--- src/design/fdc_cfg.svh ---
// build-time configuration for the FDC command engine
// FDC_STEP_UNIT sets seek speed in clk_sys cycles, keep it small in simulation
// opcodes are compared on the low five bits only
`ifndef FDC_CFG_SVH
`define FDC_CFG_SVH

`define FDC_TRACKS          80      // cylinders on drive 0
`define FDC_STEP_UNIT       8       // cycles per step-rate unit

`define FDC_OPC_SPECIFY     5'h03
`define FDC_OPC_SENSE_DRIVE 5'h04
`define FDC_OPC_RECAL       5'h07
`define FDC_OPC_SENSE_INT   5'h08
`define FDC_OPC_SEEK        5'h0F

`define FDC_ST0_SEEK_END    8'h20
`define FDC_ST0_SEEK_ERR    8'hE8
`define FDC_ST0_INVALID     8'h80
`define FDC_ST3_ABSENT      8'h01   // drive 1 is never fitted

`endif

--- src/design/fdc_pkg.sv ---
// shared types of the FDC command engine
// only the positioning and status commands are represented
package fdc_pkg;

	typedef logic [7:0] fdc_byte_t;

	// commands kept by the engine
	typedef enum logic [2:0] {
		OP_SPECIFY,
		OP_SENSE_DRIVE,
		OP_RECAL,
		OP_SENSE_INT,
		OP_SEEK,
		OP_INVALID
	} fdc_op_e;

	typedef struct packed {
		fdc_op_e   op;
		logic      drive;  // us0 of the drive/head byte
		logic      head;   // hd bit
		fdc_byte_t arg;    // ncn for seek, srt/hut byte for specify
	} fdc_cmd_t;

	typedef struct packed {
		logic [1:0] len;   // 1 or 2 bytes
		fdc_byte_t  b0;
		fdc_byte_t  b1;
	} fdc_result_t;

	// main status register, msb first as seen on the bus
	typedef struct packed {
		logic rqm;
		logic dio;
		logic exm;
		logic cb;
		logic d3;
		logic d2;
		logic d1;
		logic d0;
	} fdc_msr_t;

endpackage

--- src/design/fdc_stream_if.sv ---
// valid/ready stream between the engine stages
// payload must stay stable from valid until the transfer cycle
`timescale 1ns/1ns

interface fdc_stream_if #(
	parameter type payload_t = logic [7:0]
);
	logic     valid;
	logic     ready;
	payload_t payload;

	// producer side
	modport src (output valid, output payload, input ready);

	// consumer side
	modport dst (input valid, input payload, output ready);

endinterface

--- src/design/fdc_host_port.sv ---
// host side of the FDC, strobe protocol as on the original chip
// rd_n/wr_n are asynchronous and pass a two-flop synchroniser
// a strobe must stay low at least 3 clk_sys cycles, a0 and din stable meanwhile
`timescale 1ns/1ns

module fdc_host_port import fdc_pkg::*; (
	input  logic      clk_sys,
	input  logic      arst_n,
	input  logic      a0,
	input  logic      rd_n,
	input  logic      wr_n,
	input  fdc_byte_t din,
	output fdc_byte_t dout,
	output logic      data_wr,
	output fdc_byte_t wr_byte,
	output logic      data_rd,
	input  fdc_byte_t res_byte,
	input  logic      cmd_busy,
	input  logic      res_active,
	input  logic      seeking
);
	logic [1:0] strb_s1, strb_s2, strb_s3; // {rd_n, wr_n}
	logic [1:0] a0_pipe;
	fdc_byte_t  din_s1, din_s2;
	logic       rd_ev, wr_ev;
	fdc_msr_t   msr;

	// ==================================================
	// strobe synchroniser and edge detect
	// ==================================================
	always_ff @(posedge clk_sys or negedge arst_n) begin
		if (!arst_n) begin
			strb_s1 <= 2'b11;
			strb_s2 <= 2'b11;
			strb_s3 <= 2'b11;
		end else begin
			strb_s1 <= {rd_n, wr_n};
			strb_s2 <= strb_s1;
			strb_s3 <= strb_s2;
		end
	end

	always_ff @(posedge clk_sys) begin
		a0_pipe <= {a0_pipe[0], a0}; // aligned with strb_s2
		din_s1  <= din;
		din_s2  <= din_s1;
	end

	assign rd_ev   = strb_s3[1] & ~strb_s2[1] & strb_s2[0]; // falling rd_n, wr_n high
	assign wr_ev   = strb_s3[0] & ~strb_s2[0] & strb_s2[1];
	assign data_wr = wr_ev & a0_pipe[1];
	assign data_rd = rd_ev & a0_pipe[1];
	assign wr_byte = din_s2;

	// ==================================================
	// main status register and read data
	// ==================================================
	always_comb begin
		msr     = '0;
		msr.rqm = ~seeking; // a held record only waits while a seek runs
		msr.dio = res_active;
		msr.cb  = cmd_busy | res_active;
		msr.d0  = seeking;
	end

	always_ff @(posedge clk_sys or negedge arst_n) begin
		if (!arst_n) begin
			dout <= '0;
		end else if (rd_ev) begin
			if (!a0_pipe[1])
				dout <= msr;
			else if (res_active)
				dout <= res_byte;
			else
				dout <= 8'hFF; // data read outside result phase
		end
	end

	// host must never drive both strobes at once
	a_strobe_excl: assert property (@(posedge clk_sys) disable iff (!arst_n) rd_n || wr_n);

endmodule

--- src/design/fdc_cmd_decode.sv ---
// command phase, opcode match and parameter-byte collection
// writes are dropped while a finished record waits for exec
// specify keeps only its first byte, hlt/nd is discarded
`timescale 1ns/1ns
`include "fdc_cfg.svh"

module fdc_cmd_decode import fdc_pkg::*; (
	input  logic      clk_sys,
	input  logic      arst_n,
	input  logic      data_wr,
	input  fdc_byte_t wr_byte,
	output logic      cmd_busy,
	fdc_stream_if.src cmd
);
	fdc_op_e    op_dec;
	logic [1:0] n_param;
	logic [1:0] remain;  // parameter bytes still expected
	logic       valid_q;
	logic       opc_wr, par_wr;
	fdc_cmd_t   rec;

	// ==================================================
	// opcode table
	// ==================================================
	always_comb begin
		op_dec  = OP_INVALID;
		n_param = 2'd0;
		case (wr_byte[4:0])
			`FDC_OPC_SPECIFY:     begin op_dec = OP_SPECIFY;     n_param = 2'd2; end
			`FDC_OPC_SENSE_DRIVE: begin op_dec = OP_SENSE_DRIVE; n_param = 2'd1; end
			`FDC_OPC_RECAL:       begin op_dec = OP_RECAL;       n_param = 2'd1; end
			`FDC_OPC_SENSE_INT:   begin op_dec = OP_SENSE_INT;   n_param = 2'd0; end
			`FDC_OPC_SEEK:        begin op_dec = OP_SEEK;        n_param = 2'd2; end
			default: ;
		endcase
	end

	assign opc_wr = data_wr && !valid_q && (remain == 2'd0);
	assign par_wr = data_wr && !valid_q && (remain != 2'd0);

	always_ff @(posedge clk_sys or negedge arst_n) begin
		if (!arst_n) begin
			remain  <= 2'd0;
			valid_q <= 1'b0;
		end else if (opc_wr) begin
			remain  <= n_param;
			valid_q <= (n_param == 2'd0); // sense int and invalid go straight out
		end else if (par_wr) begin
			remain <= remain - 2'd1;
			if (remain == 2'd1)
				valid_q <= 1'b1;
		end else if (valid_q && cmd.ready) begin
			valid_q <= 1'b0;
		end
	end

	// record fields
	always_ff @(posedge clk_sys) begin
		if (opc_wr) begin
			rec.op    <= op_dec;
			rec.drive <= 1'b0;
			rec.head  <= 1'b0;
			rec.arg   <= '0; // recal target
		end else if (par_wr) begin
			case (rec.op)
				OP_SPECIFY: if (remain == 2'd2) rec.arg <= wr_byte;
				OP_SEEK: begin
					if (remain == 2'd2) begin
						rec.drive <= wr_byte[0];
						rec.head  <= wr_byte[2];
					end else begin
						rec.arg <= wr_byte; // ncn
					end
				end
				default: begin
					rec.drive <= wr_byte[0];
					rec.head  <= wr_byte[2];
				end
			endcase
		end
	end

	assign cmd.valid   = valid_q;
	assign cmd.payload = rec;
	assign cmd_busy    = valid_q | (remain != 2'd0);

	a_rec_stable: assert property (@(posedge clk_sys) disable iff (!arst_n)
		cmd.valid && !cmd.ready |=> $stable(cmd.payload));

endmodule

--- src/design/fdc_exec.sv ---
// execution phase, drive 0 state and the stepping seek engine
// seek always steps drive 0, the drive bit only matters for sense drive
// a seek to the present cylinder still costs one step period
`timescale 1ns/1ns
`include "fdc_cfg.svh"

module fdc_exec import fdc_pkg::*; (
	input  logic      clk_sys,
	input  logic      arst_n,
	input  logic      drive_ready,
	fdc_stream_if.dst cmd,
	fdc_stream_if.src res,
	output logic      seeking
);
	localparam int STEP_MAX = 16 * `FDC_STEP_UNIT;
	localparam int TW       = $clog2(STEP_MAX + 1);

	fdc_cmd_t    cmd_in;
	fdc_result_t res_next, res_q;
	fdc_byte_t   pcn, ncn, st0, st3, tgt;
	logic [3:0]  srt;
	logic [TW-1:0] step_per, step_cnt;
	logic        int_pend, res_valid, cmd_fire, seek_ok, res_gen;

	assign cmd_in    = cmd.payload;
	assign cmd.ready = ~seeking & ~res_valid;
	assign cmd_fire  = cmd.valid & cmd.ready;

	assign step_per = TW'((5'd16 - {1'b0, srt}) * `FDC_STEP_UNIT);
	assign tgt      = (cmd_in.op == OP_RECAL) ? 8'd0 : cmd_in.arg;
	assign seek_ok  = (drive_ready && (tgt < `FDC_TRACKS)) || (tgt == 8'd0);
	assign st3      = {1'b0, ~drive_ready, drive_ready, (pcn == 8'd0), 1'b1, cmd_in.head, 2'b00};
	assign res_gen  = cmd_fire && !(cmd_in.op inside {OP_SPECIFY, OP_SEEK, OP_RECAL});

	// ==================================================
	// seek engine and interrupt state
	// ==================================================
	always_ff @(posedge clk_sys or negedge arst_n) begin
		if (!arst_n) begin
			seeking   <= 1'b0;
			int_pend  <= 1'b0;
			st0       <= '0;
			pcn       <= '0;
			ncn       <= '0;
			srt       <= '0; // slowest rate until specify
			step_cnt  <= '0;
			res_valid <= 1'b0;
		end else begin
			if (res_valid && res.ready)
				res_valid <= 1'b0;
			if (res_gen)
				res_valid <= 1'b1;
			if (seeking) begin
				if (step_cnt != '0) begin
					step_cnt <= step_cnt - 1'b1;
				end else if (pcn == ncn) begin
					seeking  <= 1'b0; // d0 drops with the interrupt
					st0      <= `FDC_ST0_SEEK_END;
					int_pend <= 1'b1;
				end else begin
					pcn      <= (pcn < ncn) ? pcn + 8'd1 : pcn - 8'd1;
					step_cnt <= step_per - 1'b1;
				end
			end
			if (cmd_fire) begin
				case (cmd_in.op)
					OP_SPECIFY: srt <= cmd_in.arg[7:4];
					OP_SEEK, OP_RECAL: begin
						if (seek_ok) begin
							seeking  <= 1'b1;
							ncn      <= tgt;
							int_pend <= 1'b0;
							step_cnt <= step_per - 1'b1;
						end else begin
							st0      <= `FDC_ST0_SEEK_ERR; // pcn kept
							int_pend <= 1'b1;
						end
					end
					OP_SENSE_INT: int_pend <= 1'b0;
					default: ;
				endcase
			end
		end
	end

	// result bytes
	always_comb begin
		res_next = '{len: 2'd1, b0: `FDC_ST0_INVALID, b1: 8'h00};
		case (cmd_in.op)
			OP_SENSE_INT:   if (int_pend) res_next = '{len: 2'd2, b0: st0, b1: pcn};
			OP_SENSE_DRIVE: res_next.b0 = cmd_in.drive ? `FDC_ST3_ABSENT : st3;
			default: ;
		endcase
	end

	always_ff @(posedge clk_sys) begin
		if (res_gen)
			res_q <= res_next;
	end

	assign res.valid   = res_valid;
	assign res.payload = res_q;

	a_pcn_range: assert property (@(posedge clk_sys) disable iff (!arst_n) pcn < `FDC_TRACKS);

endmodule

--- src/design/fdc_result.sv ---
// result phase, one or two bytes handed out on data reads
// a new result is taken only after the last byte of the previous one
`timescale 1ns/1ns

module fdc_result import fdc_pkg::*; (
	input  logic      clk_sys,
	input  logic      arst_n,
	input  logic      data_rd,
	fdc_stream_if.dst res,
	output logic      res_active,
	output fdc_byte_t res_byte
);
	fdc_result_t res_in, held;
	logic        active;
	logic        idx;   // byte being presented
	logic        last;

	assign res_in    = res.payload;
	assign res.ready = ~active;
	assign last      = idx | (held.len != 2'd2);

	always_ff @(posedge clk_sys or negedge arst_n) begin
		if (!arst_n) begin
			active <= 1'b0;
			idx    <= 1'b0;
		end else if (res.valid && !active) begin
			active <= 1'b1;
			idx    <= 1'b0;
		end else if (active && data_rd) begin
			idx <= 1'b1;
			if (last)
				active <= 1'b0;
		end
	end

	always_ff @(posedge clk_sys) begin
		if (res.valid && !active)
			held <= res_in;
	end

	assign res_active = active;
	assign res_byte   = idx ? held.b1 : held.b0;

	a_res_len: assert property (@(posedge clk_sys) disable iff (!arst_n)
		res.valid && res.ready |-> res_in.len inside {2'd1, 2'd2});

endmodule

--- src/design/fdc_top.sv ---
// FDC command engine top, host bus on plain ports
// only drive 0 is modelled, drive_ready stands for a fitted disk
`timescale 1ns/1ns

module fdc_top import fdc_pkg::*; (
	input  logic      clk_sys,
	input  logic      arst_n,
	input  logic      a0,
	input  logic      rd_n,
	input  logic      wr_n,
	input  fdc_byte_t din,
	output fdc_byte_t dout,
	input  logic      drive_ready
);
	logic      data_wr, data_rd;
	fdc_byte_t wr_byte, res_byte;
	logic      cmd_busy, res_active, seeking;

	fdc_stream_if #(.payload_t(fdc_cmd_t))    cmd_if ();
	fdc_stream_if #(.payload_t(fdc_result_t)) res_if ();

	fdc_host_port host_port_inst (
		.clk_sys, .arst_n, .a0, .rd_n, .wr_n, .din, .dout,
		.data_wr, .wr_byte, .data_rd, .res_byte,
		.cmd_busy, .res_active, .seeking
	);

	fdc_cmd_decode cmd_decode_inst (
		.clk_sys, .arst_n, .data_wr, .wr_byte, .cmd_busy,
		.cmd (cmd_if)
	);

	fdc_exec exec_inst (
		.clk_sys, .arst_n, .drive_ready,
		.cmd (cmd_if),
		.res (res_if),
		.seeking
	);

	fdc_result result_inst (
		.clk_sys, .arst_n, .data_rd,
		.res (res_if),
		.res_active, .res_byte
	);

endmodule

--- config.mk ---
export PLATFORM = sky130hd
export DESIGN_NAME = fdc_top
export DESIGN_NICKNAME = d
export VERILOG_FILES = /design/src/design/fdc_pkg.sv /design/src/design/fdc_stream_if.sv /design/src/design/fdc_host_port.sv /design/src/design/fdc_cmd_decode.sv /design/src/design/fdc_exec.sv /design/src/design/fdc_result.sv /design/src/design/fdc_top.sv
export VERILOG_INCLUDE_DIRS = /design/src /design/src/design
export SDC_FILE = /design/constraint.sdc
export NUM_CORES = 1
export LEC_CHECK = 0
export CORE_MARGIN = 2
export CORE_UTILIZATION = 45
export CTS_CLUSTER_SIZE = 30
export DETAILED_ROUTE_END_ITERATION = 7
export DONT_BUFFER_PORTS = 1
export PLACE_DENSITY_LB_ADDON = 0.05
export SLEW_MARGIN = 0
export SYNTH_ARGS = -nofsm -noshare
export SYNTH_HDL_FRONTEND = slang
export SYNTH_HIERARCHICAL = 1
export SYNTH_SLANG_ARGS = --single-unit
--- constraint.sdc ---
create_clock -name clk_sys -period 4 [get_ports clk_sys]
set_clock_uncertainty 0.1 [all_clocks]
set_input_delay 0.6 -clock clk_sys [delete_from_list [all_inputs] [get_ports clk_sys]]
set_output_delay 0.6 -clock clk_sys [all_outputs]
set_load 0.01 [all_outputs]
======== After elaboration in Yosys (flattened, before gate mapping) ========
Cells that the tools add are included.
word-level totals
  RAM bits ................................ 0
  output and inout bits ................... 8
  ROM bits ................................ 0
  latch bits .............................. 0
  memories ................................ 0
  flip-flop bits (word level) ............. 125
  bits of input ports ..................... 14
operators by class
  bitwise gates (word level) .............. 20
  equality and inequality tests ........... 17
  magnitude comparators ................... 2
  divide/modulo/power cells ............... 0
  reduce and logical (&&, ||, !) cells .... 38
  multipliers ............................. 0
  add/sub/neg operators ................... 6
  muxes and demuxes ....................... 52
  shifts and indexed selects .............. 0
operator list
  cell                                                 number
  2-to-1 mux 8 bit                                     19
  one-hot mux 8 bit (2 select lines)                   2
  subtractor 8 x 1 -> 8 bit, second input constant     3
  2-to-1 mux 1 bit                                     22
  2-to-1 mux 18 bit                                    1
  logical NOT 8 bit                                    2
  one-hot mux 3 bit (5 select lines)                   1
  nonzero test 2 bit                                   6
  equality test 5 x 3 -> 1 bit, second input constant  2
  equality test 5 x 4 -> 1 bit, second input constant  2
  logical AND 1 bit                                    9
  inverter 1 bit                                       9
  AND reduction 3 bit                                  3
  adder 8 x 1 -> 8 bit, second input constant          1
  bitwise AND 1 bit                                    8
  equality test 8 bit                                  1
  < comparator 8 x 7 -> 1 bit, second input constant   1
  < comparator 8 bit                                   1
  one-hot mux 2 bit (2 select lines)                   2
  AND reduction 2 bit                                  4
  nonzero test 8 bit                                   1
  2-to-1 mux 7 bit                                     1
  equality test 3 x 2 -> 1 bit, second input constant  2
  2-to-1 mux 2 bit                                     3
  19 further kinds                                     29

======== Logic depth before layout (Yosys ltp) ========
  word-level depth ........................ 8
  depth in mapped cells ................... 13
  gate-level depth less buffers ........... 13

======== Modules after synthesis ========
Netlist, hierarchy kept.
modules (own cells, without submodules)
  module          cells an instance  sequential area each (sq um)  area an instance (sq um)  instances
  fdc_exec        288                1516.5                        2996.6                    1
  fdc_host_port   66                 718.2                         913.4                     1
  fdc_cmd_decode  86                 365.4                         840.8                     1
  fdc_result      36                 590.6                         729.4                     1

======== Least setup slack after synthesis ========
No wires, ideal clock.
  path kind ............................... register -> register
  start ................................... reg exec_inst.pcn[1]
  end ..................................... reg exec_inst.pcn[7]
  path buffers ............................ 0
  path slack .............................. 0.793 ns
  clock period less this slack ............ 3.207 ns
  setup time .............................. 0.128 ns
  arrival time ............................ 2.978 ns
  cell stages (with the launch flop) ...... 13
  data required time ...................... 3.772 ns
  cell sequence ........................... dfrtp_1 ha_1 nand3_1 nor2_1 a2111oi_0 o31ai_1 ha_1 a211oi_1 o21ai_0 o31ai_1 nand2b_1 mux2i_1 xor2_1
between the ends
  cells in the longest elaborated chain, start to end .. 3
  elaborated cells on any way between the ends .. 7
RTL lines
  what                                                                               line            text
  start, declared                                                                    fdc_exec.sv:20  fdc_byte_t pcn, ncn, st0, st3, tgt;
  start signal, assigned                                                             fdc_exec.sv:61  pcn <= (pcn < ncn) ? pcn + 8'd1 : pcn - 8'd1;
  parallel branches: the longest is 3 deep, another holds subtractor 8 x 1 -> 8 bit  -
Several ways; the timed one is not identified.
A chain may end at the register's enable or synchronous reset.

======== Worst setup path after layout ========
  start ................................... reg exec_inst.pcn[2]
  end ..................................... reg exec_inst.pcn[7]
The elaborated chain is that of the path after synthesis.

==> results by stage <==
Outcome:
- The flow ran to the end, and the final reports show no timing, DRC or antenna violations.

Timing:
- Setup repair after global routing left no endpoint under its margin.
- For the pin with the worst max-slew slack, the measured transition is 928 ps.
- The summed negative setup slack over all endpoints is 0 ps.
- The count of endpoints failing hold in the final timing report is 0.
- Measured against its own limit, the worst slew margin works out to 37.5%.
- Setup violations remaining at the end of the flow were counted as 0.
- The final period utilization is 79.4%.
- Based on the critical path, the design can be clocked at up to 315 MHz.
- The smallest clock period supported by the final layout is computed as 3180 ps.
- The number of slew-limit violations in the final report is 0.

Detailed routing:
- The iteration-0 DRC count of the detailed router is 178.
- The post-route antenna net violation count is 0.
- The first detailed-routing pass took 4 iterations.
- The total length of routed wires is 10.0 mm.
- The routed layout has 3,377 vias.
- The post-detailed-route DRC marker count is 0.
- Dividing the detail-routed via count by the number of cells gives 5.20.
- The wire length per cell is 15.4 µm.

Layout:
- Leaving out fill and tap cells, the most frequent cells in the layout are sky130_fd_sc_hd__dfrtp_1 (52), sky130_fd_sc_hd__nand2_1 (41), sky130_fd_sc_hd__edfxtp_1 (39), sky130_fd_sc_hd__inv_1 (35), sky130_fd_sc_hd__nor2_1 (32).
- Compared with the post-synthesis result, the final layout area differs by 13.8%.
- Counting the fill cells in the layout gives 1,062.
- The final non-filler cell total is 649.
- The most common cell after layout, fill and taps aside is sky130_fd_sc_hd__dfrtp_1.
- In the final design database the tool counted 524 nets.
- After routing the design area is 6240 µm².
- The share of cells above drive strength 1 is 13.9%.
- The final antenna diode count is 0.

Setup path:
- The largest single stage delay on the critical path is 430 ps.
- The critical path start-end classification is register to register.
- Walking the worst path, the cells encountered are ha_1, a21o_1, a2111oi_0, o31ai_1, buf_4, ha_1, a211oi_1, o21ai_0, o31ai_1, nand2_1, mux2i_1, xor2_1.
- The startpoint identified for the worst register-to-register timing path is exec_inst/pcn[2]$_DFFE_PN0P_.
- The slowest stage of the critical path is the sky130_fd_sc_hd__dfrtp_1 cell.
- The number of buffers and inverters on the critical path is 1.
- The category of the worst setup path capture point is a register.
- STA puts the critical path data required time at 4240 ps.
- The critical path data arrival time is 3410 ps.
- The most critical setup path has its startpoint at exec_inst/pcn[2]$_DFFE_PN0P_.
- Of all nets on the critical path, the largest fanout is 8.
- In this design, the largest share of critical-path delay is due to compound AO/OA/AOI/OAI gates.
- STA classifies the critical path startpoint as a register.

Global routing:
- For this run the aggregate overflow at the end of global routing stands at 0.
- The overall global routing resource usage is 17.0%.
- The first-pass GRT wire length is 16.8 mm.
- The pin count of the biggest net entering global routing is 59.
- The number of global-route vias before repair came to 3,384.
- The initial antenna violation count is 0.

Die:
- The number of rows created at floorplan is 40.
- The vertical die dimension is 114 µm.
- For this configuration, the core starts out at a cell density of 45.8%.
- The die covers 13,100 µm².
- The die width is 114 µm.
- The total area inside the core boundary comes to 12,000 µm².
- The total I/O pin count is 22.

Place:
- Routability-driven placement finished with a final weighted congestion of 0.814.
- Including well taps, the total number of placed cells is 615.
- Detailed placement finished with a half-perimeter wire length of 6.97 mm.
- Summing all placed instances gives a cell area of 5620 µm².
- The number of input and output port buffers inserted is 0.

Pwr:
- The largest voltage drop on the vdd net is 274 µV.
- The power density relative to cell area is 496 nW/µm².
- Summed over all cells, the static leakage comes to 0.00263 µW.

Synthesis:
- The yosys synthesis warning count is 6.
- Yosys attributes the largest share of cell area to sky130_fd_sc_hd__dfrtp_1 (24%), sky130_fd_sc_hd__edfxtp_1 (21%), sky130_fd_sc_hd__dfxtp_1 (10%), sky130_fd_sc_hd__ha_1 (4.6%), sky130_fd_sc_hd__dfstp_2 (2.9%).
- The leading area contributor after synthesis is sky130_fd_sc_hd__dfrtp_1.
- The flop and latch count out of synthesis is 125.
- The most used flip-flop cell after synthesis is sky130_fd_sc_hd__dfrtp_1.
- The top cell type by area accounts for 23.7% of the synthesized area.
- When the netlist entered floorplanning its net count stood at 511.
- Synthesis produced 476 cells.
- The per-instance average area after synthesis is 11.5 µm².
- The post-synthesis cell area is 5480 µm².
- Summing the sequential cell areas from Yosys gives 58.2% of the chip area.
- The fraction of registers with async set or reset after synthesis is 46.4%.
- In this run, synthesis inferred 39 flip-flops with an integrated enable.
- Counting distinct cell types in the post-synthesis netlist gives 67.

Clock network:
- After clock tree synthesis, the clock-pin slew on the worst setup and hold paths is 60 ps.
- The clock passes through at most 2 buffers.
- The count of cells resized by post-cts repair is 0.
- Hold repair after CTS inserted 2 buffers.
- TritonCTS built the clock tree.
- TritonCTS created 17 clock buffers.
- The clock net in this run drives a total of 125 sinks.
- The H-tree was split into 4 levels.
- The root buffer cell chosen for the clock tree is sky130_fd_sc_hd__clkbuf_16.
- The number of buffers inserted by post-CTS setup repair is 0.
- The later pin in the worst-skew pair is clocked with a latency of 410 ps.

Flow run:
- The count of maximum capacitance violations is 0.

Min path:
- The startpoint identified for the worst hold timing path is rd_n.
- The worst hold-check path type is primary input to register.
final cells by class:
class / instances / area, µm² / area share (%)
clock inverters: 12 / 93.8 / 1.50
repair buffers: 6 / 67.6 / 1.08
clock buffers: 20 / 489 / 7.84
multi-input cells: 304 / 2080 / 33.4
inverters: 35 / 131 / 2.11
well taps: 147 / 184 / 2.95
flip-flops and latches: 125 / 3190 / 51.1
worst register-to-register path, cell delays in order (launching register included):
cell                        delay (ps)
sky130_fd_sc_hd__dfrtp_1           430
sky130_fd_sc_hd__ha_1              330
sky130_fd_sc_hd__a21o_1            190
sky130_fd_sc_hd__a2111oi_0         420
sky130_fd_sc_hd__o31ai_1           140
sky130_fd_sc_hd__buf_4             190
sky130_fd_sc_hd__ha_1              290
sky130_fd_sc_hd__a211oi_1          210
sky130_fd_sc_hd__o21ai_0           180
sky130_fd_sc_hd__o31ai_1           250
sky130_fd_sc_hd__nand2_1            80
sky130_fd_sc_hd__mux2i_1           170
sky130_fd_sc_hd__xor2_1            150
per-stage QoR:
stage / hold slack, ps / util, % / worst slack, ps / power [µW]
after floorplan: 204 / - / 793 / 1580
after global placement: 206 / 47.0 / 881 / 1610
after detailed placement: 206 / 47.0 / 778 / 1620
after CTS: 60.2 / 52.2 / 752 / 3140
after global routing: 54.3 / 52.2 / 530 / 3230
final: 81.1 / 52.2 / 825 / 3100
sequential cells by signal, indices dropped and copies added (netlist names), 4 cells and up:
| name | flops |
|---|---|
| host_port_inst/din_s1 | 8 |
| cmd_decode_inst/cmd.payload | 13 |
| exec_inst/ncn | 8 |
| exec_inst/res.payload | 18 |
| exec_inst/st0 | 8 |
| host_port_inst/wr_byte | 8 |
| exec_inst/step_cnt | 8 |
| result_inst/held | 18 |
| host_port_inst/dout | 8 |
| exec_inst/srt | 4 |
| exec_inst/pcn | 8 |
power breakdown:
part	internal, µW	total (µW)	switching, µW
Combinational	74.2	174	99.6
Sequential	1370	1430	61.1
Clock	895	1490	594
cell usage after synthesis (4+ instances only):
master / n
sky130_fd_sc_hd__dfrtp_1: 52
sky130_fd_sc_hd__nand2_1: 41
sky130_fd_sc_hd__edfxtp_1: 39
sky130_fd_sc_hd__inv_1: 35
sky130_fd_sc_hd__nor2_1: 32
sky130_fd_sc_hd__dfxtp_1: 28
sky130_fd_sc_hd__o21ai_0: 28
sky130_fd_sc_hd__ha_1: 20
sky130_fd_sc_hd__a21oi_1: 16
sky130_fd_sc_hd__and2_1: 14
sky130_fd_sc_hd__xnor2_1: 12
sky130_fd_sc_hd__mux2i_1: 11
sky130_fd_sc_hd__nand3_1: 11
sky130_fd_sc_hd__mux2_2: 10
sky130_fd_sc_hd__nand2b_1: 9
sky130_fd_sc_hd__a21o_1: 8
sky130_fd_sc_hd__nor2b_1: 8
sky130_fd_sc_hd__nor3_1: 8
sky130_fd_sc_hd__a31oi_1: 7
sky130_fd_sc_hd__dfstp_2: 6
sky130_fd_sc_hd__o22ai_1: 6
sky130_fd_sc_hd__xor2_1: 5
sky130_fd_sc_hd__clkbuf_1: 4
sky130_fd_sc_hd__or3_1: 4
final timing paths:
kind	endpoint	slack, ps	depth (start not counted)
min in group asynchronous	host_port_inst/dout[7]$_DFFE_PN0P_	630	2
worst min-delay path	host_port_inst/strb_s1[1]$_DFF_PN1_	80	0
worst max-delay path	exec_inst/pcn[7]$_DFFE_PN0P_	820	12
worst min register to register	host_port_inst/wr_byte[5]$_DFF_P_	230	0
max in group asynchronous	host_port_inst/strb_s1[1]$_DFF_PN1_	2880	2
worst max register to register	exec_inst/pcn[7]$_DFFE_PN0P_	820	12
per-layer routing:
layer  up-vias  global-route usage (%)  part of all wire (%)
met2        45                    27.2                    48
met5         -                       0                     0
met3        14                    5.66                   2.9
met4         0                    6.75                   1.5
li1       1708                       -                     -
met1      1610                    21.4                    48
kinds of logic (layout without fill, tap and decap cells):
logic type	after synthesis	count (layout)	synth area share, %
AND/OR/NAND/NOR	152	152	15.2
flip-flops	125	125	58.2
AO/OA/AOI/OAI	93	93	11.1
buffers and inverters	47	73	3.79
adder cells (fa/ha/maj)	21	21	4.93
multiplexers	21	21	4.06
XOR/XNOR	17	17	2.72
Note: power is estimated with default switching activity, not from simulation.
